### src/common/a2_bus_pkg.sv
package a2_bus_pkg;

    // Bus clocks brought into the logic domain
    localparam int NUM_BUS_CLOCKS = 2;

    // Index of each bus clock in the filter loop
    localparam int BUS_CLK_PHI1 = 0;
    localparam int BUS_CLK_7M = 1;

    // Synchronizer depth ahead of the glitch filter
    localparam int SYNC_STAGES = 2;

    // Consecutive equal samples before the filtered level may change
    localparam int DENOISE_SAMPLES = 3;

    // Logic cycles without a Phi1 edge before the bus counts as asleep
    localparam int SLEEP_TIMEOUT_CYCLES = 64;
    localparam int IDLE_CNT_W = $clog2(SLEEP_TIMEOUT_CYCLES + 1);

    localparam int BUS_ADDR_W = 16;
    localparam int BUS_DATA_W = 8;

    typedef logic [BUS_ADDR_W-1:0] bus_addr_t;
    typedef logic [BUS_DATA_W-1:0] bus_data_t;

    // Speaker soft switch, reads and writes both click
    localparam bus_addr_t SPEAKER_ADDR = 16'hC030;

endpackage

### src/common/a2_audio_pkg.sv
package a2_audio_pkg;

    // Slot cards feeding data, IRQ and audio
    localparam int NUM_CARDS = 3;

    // Raw card sample, unsigned
    localparam int CARD_AUDIO_W = 10;
    typedef logic [CARD_AUDIO_W-1:0] card_audio_t;

    // Card samples land in 13 bits, speaker sits on bit 12
    localparam int CARD_AUDIO_SHIFT = 3;
    localparam int SPEAKER_SHIFT = 12;
    localparam int MIX_PART_W = CARD_AUDIO_W + CARD_AUDIO_SHIFT;

    // Mixed output sample
    localparam int MIX_W = 16;
    typedef logic signed [MIX_W-1:0] mix_sample_t;

endpackage

### src/design/signal_denoise.sv
`timescale 1ns/1ps

module signal_denoise (
    input  logic clk_logic_w,
    input  logic arst_n_i,
    input  logic sig_i,
    output logic level_o,
    output logic rise_o,
    output logic fall_o
);

    import a2_bus_pkg::*;

    logic [SYNC_STAGES-1:0]     sync_r;
    logic [DENOISE_SAMPLES-2:0] hist_r;
    logic [DENOISE_SAMPLES-1:0] window_w;
    logic                       all_high_w;
    logic                       all_low_w;
    logic                       level_r;
    logic                       rise_r;
    logic                       fall_r;

    // Newest synchronized sample in bit 0, older ones above it
    assign window_w   = {hist_r, sync_r[SYNC_STAGES-1]};
    assign all_high_w = &window_w;
    assign all_low_w  = ~|window_w;

    always_ff @(posedge clk_logic_w or negedge arst_n_i) begin
        if (!arst_n_i) begin
            sync_r <= '0;
            hist_r <= '0;
        end else begin
            sync_r <= {sync_r[SYNC_STAGES-2:0], sig_i};
            hist_r <= window_w[DENOISE_SAMPLES-2:0];
        end
    end

    // Level only moves once the whole window agrees
    always_ff @(posedge clk_logic_w or negedge arst_n_i) begin
        if (!arst_n_i) begin
            level_r <= 1'b0;
            rise_r  <= 1'b0;
            fall_r  <= 1'b0;
        end else begin
            rise_r <= all_high_w && !level_r;
            fall_r <= all_low_w && level_r;
            if (all_high_w) begin
                level_r <= 1'b1;
            end else if (all_low_w) begin
                level_r <= 1'b0;
            end
        end
    end

    assign level_o = level_r;
    assign rise_o  = rise_r;
    assign fall_o  = fall_r;

endmodule

### src/design/bus_activity_monitor.sv
`timescale 1ns/1ps

module bus_activity_monitor (
    input  logic                                  clk_logic_w,
    input  logic                                  arst_n_i,
    input  logic [a2_bus_pkg::NUM_BUS_CLOCKS-1:0] clk_level_i,
    input  logic [a2_bus_pkg::NUM_BUS_CLOCKS-1:0] clk_rise_i,
    input  logic [a2_bus_pkg::NUM_BUS_CLOCKS-1:0] clk_fall_i,
    output logic                                  phi0_o,
    output logic                                  cycle_end_o,
    output logic                                  clk_2m_edge_o,
    output logic                                  clk_14m_edge_o,
    output logic                                  sleep_o
);

    import a2_bus_pkg::*;

    logic                  phi1_edge_w;
    logic [IDLE_CNT_W-1:0] idle_cnt_r;
    logic                  idle_full_w;
    logic                  sleep_r;

    // Phi0 is the complement of Phi1 on the Apple bus
    assign phi0_o = ~clk_level_i[BUS_CLK_PHI1];

    // Bus cycle ends on the Phi1 rise
    assign cycle_end_o = clk_rise_i[BUS_CLK_PHI1];

    // Both edges of Phi1 give the 2 MHz strobe
    assign phi1_edge_w   = clk_rise_i[BUS_CLK_PHI1] | clk_fall_i[BUS_CLK_PHI1];
    assign clk_2m_edge_o = phi1_edge_w;

    // Both edges of 7M give the 14 MHz strobe
    assign clk_14m_edge_o = clk_rise_i[BUS_CLK_7M] | clk_fall_i[BUS_CLK_7M];

    assign idle_full_w = (idle_cnt_r == IDLE_CNT_W'(SLEEP_TIMEOUT_CYCLES));

    // Idle counter saturates, a Phi1 edge restarts it
    always_ff @(posedge clk_logic_w or negedge arst_n_i) begin
        if (!arst_n_i) begin
            idle_cnt_r <= '0;
        end else if (phi1_edge_w) begin
            idle_cnt_r <= '0;
        end else if (!idle_full_w) begin
            idle_cnt_r <= idle_cnt_r + 1'b1;
        end
    end

    // Host CPU stopped, e.g. during reset or power down
    always_ff @(posedge clk_logic_w or negedge arst_n_i) begin
        if (!arst_n_i) begin
            sleep_r <= 1'b0;
        end else if (phi1_edge_w) begin
            sleep_r <= 1'b0;
        end else if (idle_full_w) begin
            sleep_r <= 1'b1;
        end
    end

    assign sleep_o = sleep_r;

endmodule

### src/audio/speaker_toggle.sv
`timescale 1ns/1ps

module speaker_toggle (
    input  logic                  clk_logic_w,
    input  logic                  arst_n_i,
    input  a2_bus_pkg::bus_addr_t addr_i,
    input  logic                  cycle_end_i,
    output logic                  speaker_o
);

    import a2_bus_pkg::*;

    logic hit_w;
    logic speaker_r;

    // Address is stable at the end of the bus cycle
    assign hit_w = cycle_end_i && (addr_i == SPEAKER_ADDR);

    // Any access flips the cone, no data involved
    always_ff @(posedge clk_logic_w or negedge arst_n_i) begin
        if (!arst_n_i) begin
            speaker_r <= 1'b0;
        end else if (hit_w) begin
            speaker_r <= ~speaker_r;
        end
    end

    assign speaker_o = speaker_r;

endmodule

### src/design/card_output_merge.sv
`timescale 1ns/1ps

module card_output_merge (
    input  logic                                  clk_logic_w,
    input  logic                                  arst_n_i,
    input  a2_bus_pkg::bus_data_t                 bus_data_i,
    input  logic [a2_audio_pkg::NUM_CARDS-1:0]    card_rd_en_i,
    input  a2_bus_pkg::bus_data_t                 card_data_i [a2_audio_pkg::NUM_CARDS],
    input  logic [a2_audio_pkg::NUM_CARDS-1:0]    card_irq_n_i,
    output logic                                  data_out_en_o,
    output a2_bus_pkg::bus_data_t                 data_out_o,
    output logic                                  irq_n_o
);

    import a2_bus_pkg::*;
    import a2_audio_pkg::*;

    bus_data_t sel_data_w;
    bus_data_t data_r;
    logic      data_en_r;
    logic      irq_n_r;

    // Lowest card index wins, bus data passes through when nobody reads
    always_comb begin
        sel_data_w = bus_data_i;
        for (int i = NUM_CARDS - 1; i >= 0; i--) begin
            if (card_rd_en_i[i]) begin
                sel_data_w = card_data_i[i];
            end
        end
    end

    always_ff @(posedge clk_logic_w or negedge arst_n_i) begin
        if (!arst_n_i) begin
            data_en_r <= 1'b0;
            data_r    <= '0;
            irq_n_r   <= 1'b1;
        end else begin
            data_en_r <= |card_rd_en_i;
            data_r    <= sel_data_w;
            // IRQ is open drain on the bus, any card pulls it low
            irq_n_r   <= &card_irq_n_i;
        end
    end

    assign data_out_en_o = data_en_r;
    assign data_out_o    = data_r;
    assign irq_n_o       = irq_n_r;

endmodule

### src/audio/audio_mixer.sv
`timescale 1ns/1ps

module audio_mixer (
    input  logic                      clk_logic_w,
    input  logic                      arst_n_i,
    input  a2_audio_pkg::card_audio_t card_audio_l_i [a2_audio_pkg::NUM_CARDS],
    input  a2_audio_pkg::card_audio_t card_audio_r_i [a2_audio_pkg::NUM_CARDS],
    input  logic                      speaker_i,
    output a2_audio_pkg::mix_sample_t audio_l_o,
    output a2_audio_pkg::mix_sample_t audio_r_o
);

    import a2_audio_pkg::*;

    mix_sample_t mix_l_w;
    mix_sample_t mix_r_w;
    mix_sample_t audio_l_r;
    mix_sample_t audio_r_r;

    // One channel, cards in 13 bits plus the speaker on the top part bit
    function automatic mix_sample_t mix_channel(
        input card_audio_t samples [NUM_CARDS],
        input logic        spk
    );
        logic [MIX_PART_W-1:0] part;
        logic [MIX_W-1:0]      acc;
        part = MIX_PART_W'(spk) << SPEAKER_SHIFT;
        acc  = MIX_W'(part);
        for (int i = 0; i < NUM_CARDS; i++) begin
            part = {samples[i], {CARD_AUDIO_SHIFT{1'b0}}};
            acc  = acc + MIX_W'(part);
        end
        // Three cards and the speaker stay below the sign bit
        return $signed(acc);
    endfunction

    assign mix_l_w = mix_channel(card_audio_l_i, speaker_i);
    assign mix_r_w = mix_channel(card_audio_r_i, speaker_i);

    always_ff @(posedge clk_logic_w or negedge arst_n_i) begin
        if (!arst_n_i) begin
            audio_l_r <= '0;
            audio_r_r <= '0;
        end else begin
            audio_l_r <= mix_l_w;
            audio_r_r <= mix_r_w;
        end
    end

    assign audio_l_o = audio_l_r;
    assign audio_r_o = audio_r_r;

endmodule

### src/design/a2_bus_core.sv
`timescale 1ns/1ps

module a2_bus_core (
    input  logic                                  clk_logic_w,
    input  logic                                  arst_n_i,
    input  logic [a2_bus_pkg::NUM_BUS_CLOCKS-1:0] bus_clk_i,
    input  a2_bus_pkg::bus_addr_t                 addr_i,
    input  a2_bus_pkg::bus_data_t                 bus_data_i,
    input  logic [a2_audio_pkg::NUM_CARDS-1:0]    card_rd_en_i,
    input  a2_bus_pkg::bus_data_t                 card_data_i [a2_audio_pkg::NUM_CARDS],
    input  logic [a2_audio_pkg::NUM_CARDS-1:0]    card_irq_n_i,
    input  a2_audio_pkg::card_audio_t             card_audio_l_i [a2_audio_pkg::NUM_CARDS],
    input  a2_audio_pkg::card_audio_t             card_audio_r_i [a2_audio_pkg::NUM_CARDS],
    output logic                                  phi0_o,
    output logic                                  clk_2m_edge_o,
    output logic                                  clk_14m_edge_o,
    output logic                                  sleep_o,
    output logic                                  data_out_en_o,
    output a2_bus_pkg::bus_data_t                 data_out_o,
    output logic                                  irq_n_o,
    output logic                                  speaker_o,
    output a2_audio_pkg::mix_sample_t             audio_l_o,
    output a2_audio_pkg::mix_sample_t             audio_r_o
);

    import a2_bus_pkg::*;

    logic [NUM_BUS_CLOCKS-1:0] clk_level_w;
    logic [NUM_BUS_CLOCKS-1:0] clk_rise_w;
    logic [NUM_BUS_CLOCKS-1:0] clk_fall_w;
    logic                      cycle_end_w;
    logic                      speaker_w;

    // Phi1 and 7M from the pins into the logic domain
    for (genvar k = 0; k < NUM_BUS_CLOCKS; k++) begin : g_denoise
        signal_denoise u_signal_denoise (
            .clk_logic_w (clk_logic_w),
            .arst_n_i    (arst_n_i),
            .sig_i       (bus_clk_i[k]),
            .level_o     (clk_level_w[k]),
            .rise_o      (clk_rise_w[k]),
            .fall_o      (clk_fall_w[k])
        );
    end

    bus_activity_monitor u_bus_activity_monitor (
        .clk_logic_w    (clk_logic_w),
        .arst_n_i       (arst_n_i),
        .clk_level_i    (clk_level_w),
        .clk_rise_i     (clk_rise_w),
        .clk_fall_i     (clk_fall_w),
        .phi0_o         (phi0_o),
        .cycle_end_o    (cycle_end_w),
        .clk_2m_edge_o  (clk_2m_edge_o),
        .clk_14m_edge_o (clk_14m_edge_o),
        .sleep_o        (sleep_o)
    );

    speaker_toggle u_speaker_toggle (
        .clk_logic_w (clk_logic_w),
        .arst_n_i    (arst_n_i),
        .addr_i      (addr_i),
        .cycle_end_i (cycle_end_w),
        .speaker_o   (speaker_w)
    );

    assign speaker_o = speaker_w;

    card_output_merge u_card_output_merge (
        .clk_logic_w   (clk_logic_w),
        .arst_n_i      (arst_n_i),
        .bus_data_i    (bus_data_i),
        .card_rd_en_i  (card_rd_en_i),
        .card_data_i   (card_data_i),
        .card_irq_n_i  (card_irq_n_i),
        .data_out_en_o (data_out_en_o),
        .data_out_o    (data_out_o),
        .irq_n_o       (irq_n_o)
    );

    audio_mixer u_audio_mixer (
        .clk_logic_w    (clk_logic_w),
        .arst_n_i       (arst_n_i),
        .card_audio_l_i (card_audio_l_i),
        .card_audio_r_i (card_audio_r_i),
        .speaker_i      (speaker_w),
        .audio_l_o      (audio_l_o),
        .audio_r_o      (audio_r_o)
    );

endmodule

### config.mk
export PLATFORM = sky130hd
export DESIGN_NAME = a2_bus_core
export DESIGN_NICKNAME = d
export VERILOG_FILES = /design/src/common/a2_bus_pkg.sv /design/src/common/a2_audio_pkg.sv /design/src/design/signal_denoise.sv /design/src/design/bus_activity_monitor.sv /design/src/audio/speaker_toggle.sv /design/src/design/card_output_merge.sv /design/src/audio/audio_mixer.sv /design/src/design/a2_bus_core.sv
export SDC_FILE = /design/constraint.sdc
export NUM_CORES = 1
export LEC_CHECK = 0
export BUFFER_PORTS_ARGS = -buffer_cell sky130_fd_sc_hd__buf_2
export CELL_PAD_IN_SITES_DETAIL_PLACEMENT = 0
export CELL_PAD_IN_SITES_GLOBAL_PLACEMENT = 1
export CORE_UTILIZATION = 31
export CTS_CLUSTER_DIAMETER = 150
export DETAILED_ROUTE_END_ITERATION = 12
export GPL_TIMING_DRIVEN = 0
export PLACE_DENSITY_LB_ADDON = 0.3
export SYNTH_ARGS = -nofsm -noshare
export SYNTH_HDL_FRONTEND = slang
export SYNTH_SLANG_ARGS = --single-unit
export TNS_END_PERCENT = 10
### constraint.sdc
create_clock -name clk_logic_w -period 2.06 [get_ports clk_logic_w]
set_clock_uncertainty 0.1 [all_clocks]
set_input_delay 0.412 -clock clk_logic_w [delete_from_list [all_inputs] [get_ports clk_logic_w]]
set_output_delay 0.412 -clock clk_logic_w [all_outputs]
set_load 0.03 [all_outputs]
## After elaboration in Yosys (flattened, before gate mapping)

Cells that the tools add are included.
W data, S select, Z words.

| operators by class | value |
|---|---|
| add/subtract/negate cells | 7 |
| equality and inequality tests | 5 |
| multiplexer cells | 11 |
| bitwise logic cells | 4 |
| reductions and logical operators | 16 |

Operators with widths:

| operator | number |
|---|---|
| $add A16 B13 Y16 | 4 |
| $add A13 B13 Y14 | 2 |
| $mux W8 | 3 |
| $eq A16 B16 Y1 const B | 1 |
| $mux W7 | 2 |
| $reduce_and A3 Y1 | 3 |
| $reduce_or A3 Y1 | 3 |
| $add A7 B1 Y7 const B | 1 |
| $eq A7 B7 Y1 const B | 1 |
| $mux W1 | 6 |
| $logic_and A1 B1 Y1 | 5 |
| $logic_not A1 Y1 | 4 |
| $ne A2 B1 Y1 const B | 2 |
| $ne A2 B2 Y1 const B | 1 |
| $not A1 Y1 | 2 |
| $or A1 B1 Y1 | 2 |
| $reduce_bool A2 Y1 | 1 |

| word-level totals | value |
|---|---|
| bits in registers | 65 |
| bits of input ports | 118 |
| output and inout bits | 47 |
| word-level logic and storage cells | 61 |

## Logic depth before layout (Yosys ltp)

Gate-level depths: netlist of the first run.

| logic depth | value |
|---|---|
| depth after elaboration | 3 |
| gate-level depth with buffers | 11 |
| gate-level depth less buffers | 11 |

## By module

A second synthesis of the first run with hierarchy kept.

| second synthesis, totals | value |
|---|---|
| cell total of the unflattened synthesis | 344 |
| area, all modules | 3776.1 um2 |

By module, submodules not included:

| module | times used | cells an instance | area an instance (um2) | seq. area each (um2) |
|---|---|---|---|---|
| audio_mixer | 1 | 213 | 2165.8 | 600.6 |
| card_output_merge | 1 | 48 | 650.6 | 251.5 |
| signal_denoise | 2 | 14 | 222.7 | 175.2 |
| bus_activity_monitor | 1 | 45 | 419.2 | 200.2 |
| speaker_toggle | 1 | 10 | 95.1 | 25.0 |

## Worst setup path before layout of the first run

Ideal clock, no wire load.

| timing | value |
|---|---|
| path type | in2reg |
| from | input card_audio_r_i[1] (netlist name) |
| to | register u_audio_mixer.audio_r_r[14], in the netlist u_audio_mixer.audio_r_o[14] |
| setup time | 0.137 ns |
| arrival time | 2.290 ns |
| required time | 1.823 ns |
| slack | -0.467 ns |
| stages on the path | 7 |
| buffers on the path | 0 |
| path through | fa_1 -> ha_1 -> fa_1 -> a211oi_1 -> nor3_1 -> a211oi_1 -> o21ai_0 |

| between the ends | value |
|---|---|
| cells in the longest elaborated chain, start to end | 1 |

Ends and longest elaborated chain:

| element | RTL line | source |
|---|---|---|
| start: declaration | a2_bus_core.sv:13 | `input a2_audio_pkg::card_audio_t card_audio_r_i [a2_audio_pkg::NUM_CARDS],` |
| $add A16 B13 Y16 | audio_mixer.sv:31 | `acc = acc + MIX_W'(part);` |
| named net u_audio_mixer.mix_r_w[14] | audio_mixer.sv:16 | `mix_sample_t mix_r_w;` |
| end signal: assignment | audio_mixer.sv:46 | `audio_r_r <= mix_r_w;` |
| end: declaration | audio_mixer.sv:18 | `mix_sample_t audio_r_r;` |

The timed path passes the listed nets, and every way through them passes these cells.
A chain may end at the register's enable or synchronous reset.

## Final worst setup path of the first run

| timing | value |
|---|---|
| from | input card_audio_r_i[24] (netlist name) |
| to | register u_audio_mixer.audio_r_r[13], in the netlist u_audio_mixer.audio_r_o[13] |

| between the ends | value |
|---|---|
| cells in the longest elaborated chain, start to end | 3 |

Ends and longest elaborated chain:

| element | RTL line |
|---|---|
| $add A13 B13 Y14 | audio_mixer.sv:31 |
| $add A16 B13 Y16 (2 in series) | audio_mixer.sv:31 |
| named net u_audio_mixer.mix_r_w[13] | audio_mixer.sv:16 |

The timed path passes the listed nets, and every way through them passes these cells.

==> results of run 1 <==
layout make-up:
class,count,share of cell area
Multi-Input combinational cell,211,0.410
Inverter,33,0.0258
Clock buffer,10,0.0287
Tap cell,136,0.0355
Buffer,14,0.0175
Timing Repair Buffer,160,0.173
Clock inverter,6,0.0120
Sequential cell,57,0.298
cell families after synthesis:
family,count (synthesis),synth area share
compound gates,60,0.114
xor+xnor,23,0.0596
fa+ha+maj,46,0.219
buf+inv,47,0.0614
flops,57,0.422
mux,9,0.0266
other cells,1,0.00111
simple gates,65,0.0962
what timing repair did:
action                                  CTS  global route
resized for setup                        20             8
endpoints found under the setup margin   10            12
pin swaps                                20             4
buffers inserted                          6             0
routing by layer:
layer / routed length [um] / vias up / share of wire
met2: 4060 / 68 / 0.53
met4: 70 / 0 / 0.0092
met1: 3140 / 1294 / 0.41
met3: 319 / 9 / 0.042
li1: - / 1368 / -
met5: 0 / - / 0
state kept, by name (all words and copies together) (netlist names), 4 cells and up:
| signal | count |
|---|---|
| u_audio_mixer.audio_l_o | 12 |
| g_denoise.u_signal_denoise.hist_r | 4 |
| u_card_output_merge.data_out_o | 8 |
| u_audio_mixer.audio_r_o | 12 |
| g_denoise.u_signal_denoise.sync_r | 4 |
| u_bus_activity_monitor.idle_cnt_r | 7 |
critical path, stage by stage:
cell,delay (ns)
buf_6,0.09
fa_1,0.59
ha_4,0.23
and3_4,0.19
a2111oi_4,0.44
o21ai_2,0.12
a21oi_2,0.14
xnor2_1,0.12
power by group:
| group | total [W] | leakage, nW | switching, W | internal, W |
|---|---|---|---|---|
| Sequential | 0.00148 | 0.685 | 0.000107 | 0.00137 |
| Combinational | 0.00182 | 1.68 | 0.00108 | 0.000741 |
| Clock | 0.00103 | 0.102 | 0.000448 | 0.000582 |
Yosys cell counts (2+ instances only):
master | n | share of area
nor4_1 | 4 | 0.0074
xor2_1 | 7 | 0.018
or2_2 | 2 | 0.0037
a211oi_1 | 2 | 0.0044
nand2_1 | 14 | 0.016
a21oi_2 | 2 | 0.0052
nor2_1 | 19 | 0.021
xnor2_1 | 16 | 0.041
a21oi_1 | 23 | 0.034
inv_1 | 33 | 0.037
mux2i_1 | 9 | 0.027
nor3_1 | 4 | 0.0059
fa_1 | 22 | 0.13
o21ai_0 | 16 | 0.024
clkbuf_1 | 5 | 0.0055
a21o_1 | 8 | 0.018
ha_1 | 24 | 0.089
and3_1 | 7 | 0.013
buf_4 | 8 | 0.018
nand3_1 | 7 | 0.010
dfrtp_1 | 56 | 0.41
final timing paths:
path / slack, ns / cells past startpoint / from / end
min reg2reg: 0.25 / 0 / g_denoise[0].u_signal_denoise.sync_r[0] / g_denoise[0].u_signal_denoise.sync_r[1]
max in group asynchronous: 1.31 / 1 / arst_n_i / u_speaker_toggle.speaker_o
min in group clk_logic_w: 0.09 / 1 / bus_clk_i[1] / g_denoise[1].u_signal_denoise.sync_r[0]
max: -0.13 / 8 / card_audio_r_i[24] / u_audio_mixer.audio_r_o[13]
min: 0.04 / 1 / arst_n_i / u_audio_mixer.audio_l_o[7]
max reg2reg: -0.11 / 9 / u_speaker_toggle.speaker_o / u_audio_mixer.audio_l_o[13]
metrics by stage:
| step | utilization | area, um2 | TNS, ns | instances |
|---|---|---|---|---|
| after global placement | 0.420 | 4390 | -5.99 | 605 |
| after floorplan | - | 3450 | -2.85 | 315 |
| after global routing | 0.459 | 4800 | -1.47 | 627 |
| after CTS | 0.455 | 4760 | -0.798 | 627 |
| final | 0.459 | 4800 | -0.850 | 627 |
| after detailed placement | 0.420 | 4390 | -6.11 | 605 |
==> impl_metrics.tcl, run 1 <==
set metrics [dict create \
    status "finished, violations left" \
    violations "negative setup slack" \
    place.gp.congestion 0.799 \
    regArea_um2 1430 \
    final_nets 650 \
    holdWs_ns 0.0424 \
    arrival_ns 2.34 \
    clk_pin_slew_ns 0.06 \
    die_x_um 106 \
    power_w 0.00433 \
    synth_seq_cells 57 \
    clock_sinks 57 \
    clock_latency_ns 0.33 \
    async_flop_share 1.00 \
    layout_common_cells "buf_2 (152), dfrtp_1 (55), inv_1 (31)" \
    start_util 0.323 \
    vdd_drop_max_mv 0.513 \
    fin_crit_ns 2.19 \
    io_pins 165 \
    port-buffer-count 154 \
    rsz0062_at_grt "yes" \
    firstDrtPassIters 6 \
    finalCritPeriodShare 1.07 \
    worst_slew_margin_rel 0.521 \
    dpl.hpwl_mm 5.91 \
    synth_flop_cell "dfrtp_1" \
    end_kind "flip-flop" \
    start_kind "primary input" \
    htreeDepth 3 \
    grt_use_total 0.138 \
    drt_iter0_markers 57 \
    vias_per_cell 4.37 \
    area.growth.synth_to_final_pct 41.9 \
    drive_gt1_frac 0.452 \
    synth_cells 308 \
    synth.cell_area_um2 3380 \
    dr_total_vias 2739 \
    cts_inserted_buffers 9 \
    fin_ws_ns -0.135 \
    finalSetupViolations 10 \
    die_area_um2 11300 \
    clock_path_buffers 2 \
    coreArea_um2 10500 \
    antenna_found_initial 0 \
    fmax_mhz 456 \
    yosysWarnings 0 \
    crit_required_ns 2.20 \
    leakage_nw 2.47 \
    die_y_um 106 \
    cts_tree "done" \
    p_per_area_nw_per_um2 902 \
    hold_buffers 0 \
    grtUsageMet3 0.0325 \
    layout_commonest_cell "buf_2" \
    min_path_type "primary input to async pin" \
    seq_area_frac_synth 0.422 \
    antenna_cells 0 \
    fill_cells 1028 \
    hold_viol 0 \
    cts_root_buf "clkbuf_8" \
    drv_slew 0 \
    grt.busiest_layer "met2" \
    grt_overflow 0 \
    synth_edf_count 0 \
    path_class "primary input to flip-flop" \
    dp_slack_ns -0.593 \
    synth_cell_types 41 \
    multi_input_area_um2 1970 \
    wire_per_inst_um 12.1 \
    cp_max_fo 5 \
    grt_start_max_net_pins 58 \
    avgSynthCellArea_um2 11.0 \
    use_met2 0.243 \
    ant_nets 0 \
    grt_pass1_vias 2796 \
    wl_mm 7.59 \
    grt_pass1_wl_mm 12.4 \
    cap_violations 0 \
    worst_pin_slew_ns 0.718 \
    rows 37 \
    drcViolationCount 0 \
    use_met1 0.164 \
]
(Power assumes the default switching activity.)
==> run 2: changes to the inputs <==
--- a/config.mk
+++ b/config.mk
@@ -13,6 +13,7 @@
 export DETAILED_ROUTE_END_ITERATION = 12
 export GPL_TIMING_DRIVEN = 0
 export PLACE_DENSITY_LB_ADDON = 0.3
+export SKIP_CTS_REPAIR_TIMING = 1
 export SYNTH_ARGS = -nofsm -noshare
 export SYNTH_HDL_FRONTEND = slang
 export SYNTH_SLANG_ARGS = --single-unit
==> constraint.sdc (replaced) <==
create_clock -name clk_logic_w -period 2.06 [get_ports clk_logic_w]
set_clock_uncertainty 0.1 [all_clocks]
set_input_delay 0.103 -clock clk_logic_w [delete_from_list [all_inputs] [get_ports clk_logic_w]]
set_output_delay 0.103 -clock clk_logic_w [all_outputs]
set_load 0.03 [all_outputs]
==> run 2 against run 1 <==
  * Non-clock buffer count grew 19
  * Clock-buffer cell count increased by 1
  * First-iteration DRC count unchanged
  * Sequential power hardly changed
  * Total power rose by 0.95%
  * Hold slack worse by 0.0017 ns
  * Clock power increased by 16%
  * Die area stayed put
  * Global-route usage is 0.32 points lower
  * The flow still finishes with violations (negative setup slack)
  * Register-to-register slack about the same
  * Combinational power down 7%
==> impl_metrics.tcl, run 2 (same netlist as run 1, synthesis figures left out) <==
set metrics [dict create \
    antenna_found_initial 0 \
    finalSetupViolations 5 \
    cts_root_buf "clkbuf_8" \
    p_int_w 0.00279 \
    grt_use_total 0.135 \
    clock_path_buffers 2 \
    wl_mm 7.52 \
    power_frac_seq 0.338 \
    p_switching_w 0.00158 \
    fin_crit_ns 2.18 \
    worst_pin_slew_ns 0.730 \
    die_area_um2 11300 \
    clock_sinks 57 \
    area.growth.synth_to_final_pct 44.3 \
    antenna_cells 0 \
    cts_inserted_buffers 9 \
    clockPowerShare 0.273 \
    rows 37 \
    ant_nets 0 \
    dp_slack_ns -0.453 \
    firstDrtPassIters 4 \
    htreeDepth 3 \
    min_path_type "primary input to flip-flop" \
    grt.busiest_layer "met2" \
    p_sw_frac 0.362 \
    clock_latency_ns 0.32 \
    drive_gt1_frac 0.390 \
    port-buffer-count 154 \
    cts_tree "done" \
    dpl.hpwl_mm 5.92 \
    layout_common_cells "buf_2 (154), dfrtp_1 (55), inv_1 (31)" \
    wire_per_inst_um 11.6 \
    drt_iter0_markers 57 \
    start_kind "primary input" \
    drv_slew 0 \
    layout_commonest_cell "buf_2" \
    vias_per_cell 4.38 \
    crit_required_ns 2.18 \
    coreArea_um2 10500 \
    setup_tns_ns -0.422 \
    vdd_drop_max_mv 0.430 \
    grtUsageMet3 0.0411 \
    status "finished, violations left" \
    leakage_nw 2.55 \
    die_y_um 106 \
    drcViolationCount 0 \
    die_x_um 106 \
    start_util 0.323 \
    rsz0062_at_grt "yes" \
    io_pins 165 \
    grt_pass1_vias 2656 \
    fmax_mhz 459 \
    final_nets 669 \
    cap_violations 0 \
    fin_ws_ns -0.118 \
    grt_overflow 0 \
    violations "negative setup slack" \
    grt_pass1_wl_mm 11.8 \
    arrival_ns 2.30 \
    place.gp.congestion 0.822 \
    clk_pin_slew_ns 0.07 \
    finalCritPeriodShare 1.06 \
    end_kind "flip-flop" \
    path_class "primary input to flip-flop" \
    power_frac_comb 0.389 \
    p_per_area_nw_per_um2 896 \
    use_met2 0.216 \
    worst_slew_margin_rel 0.514 \
    use_met1 0.161 \
    grt_start_max_net_pins 58 \
    dr_total_vias 2827 \
    hold_viol 0 \
    cp_max_fo 3 \
]
run 2: cell count changes in the layout (fill, tap and decap cells not counted), sizes merged:
cell	before	now
buf	169	164
bufinv	1	2
clkbuf	15	16
dlygate4sd3	0	24
clkinv	4	2
run 2: critical path, stage by stage:
cell       delay [ns]
buf_2            0.11
fa_1             0.47
ha_1             0.23
inv_1            0.07
fa_1             0.19
nand2b_1         0.13
a21oi_1          0.09
a2111oi_2        0.58
o21ai_1          0.15
a21o_1           0.19
run 2: per-stage QoR:
stage	hold WS, ns	utilization	instances	instance area (um2)	power (W)
after global routing	0.0490	0.467	646	4880	0.00466
after detailed placement	0.118	0.419	605	4380	0.00316
final	0.0407	0.467	646	4880	0.00437
after floorplan	-0.293	-	315	3440	0.00265
after global placement	0.113	0.419	605	4380	0.00314
after CTS	-0.234	0.441	621	4610	0.00438
run 2: final timing paths:
kind	startpoint	to	slack, ns	depth (start not counted)
setup / recovery	card_audio_l_i[1]	u_audio_mixer.audio_l_o[14]	-0.12	10
hold / removal	card_audio_l_i[20]	u_audio_mixer.audio_l_o[3]	0.04	4
setup reg to reg	u_speaker_toggle.speaker_o	u_audio_mixer.audio_l_o[13]	-0.12	9
hold reg to reg	g_denoise[0].u_signal_denoise.sync_r[0]	g_denoise[0].u_signal_denoise.sync_r[1]	0.25	0
max in group asynchronous	arst_n_i	u_speaker_toggle.speaker_o	1.07	2
min in group asynchronous	arst_n_i	u_bus_activity_monitor.idle_cnt_r[4]	0.28	2
run 2: power by group through the flow:
stage | clock, W | combinational, W | sequential [W]
floorplan | 0 | 0.000752 | 0.00190
CTS | 0.00123 | 0.00167 | 0.00148
finish | 0.00119 | 0.00170 | 0.00148
global route | 0.00128 | 0.00187 | 0.00151
detailed placement | 0 | 0.00166 | 0.00150
global placement | 0 | 0.00165 | 0.00149
run 2: final cells by class:
class,instances,area (um2)
fillers,1022,5580
multi-input cells,211,1820
flip-flops and latches,57,1430
repair buffers,179,1020
well taps,136,170
clock buffers,11,151
inverters,33,124
plain buffers,14,83.8
clock inverters,5,77.6
run 2: metal layers:
layer / vias up / wire (um)
met4: 0 / 176
met2: 89 / 3760
met1: 1309 / 3130
met5: - / 0
met3: 17 / 452
li1: 1412 / -
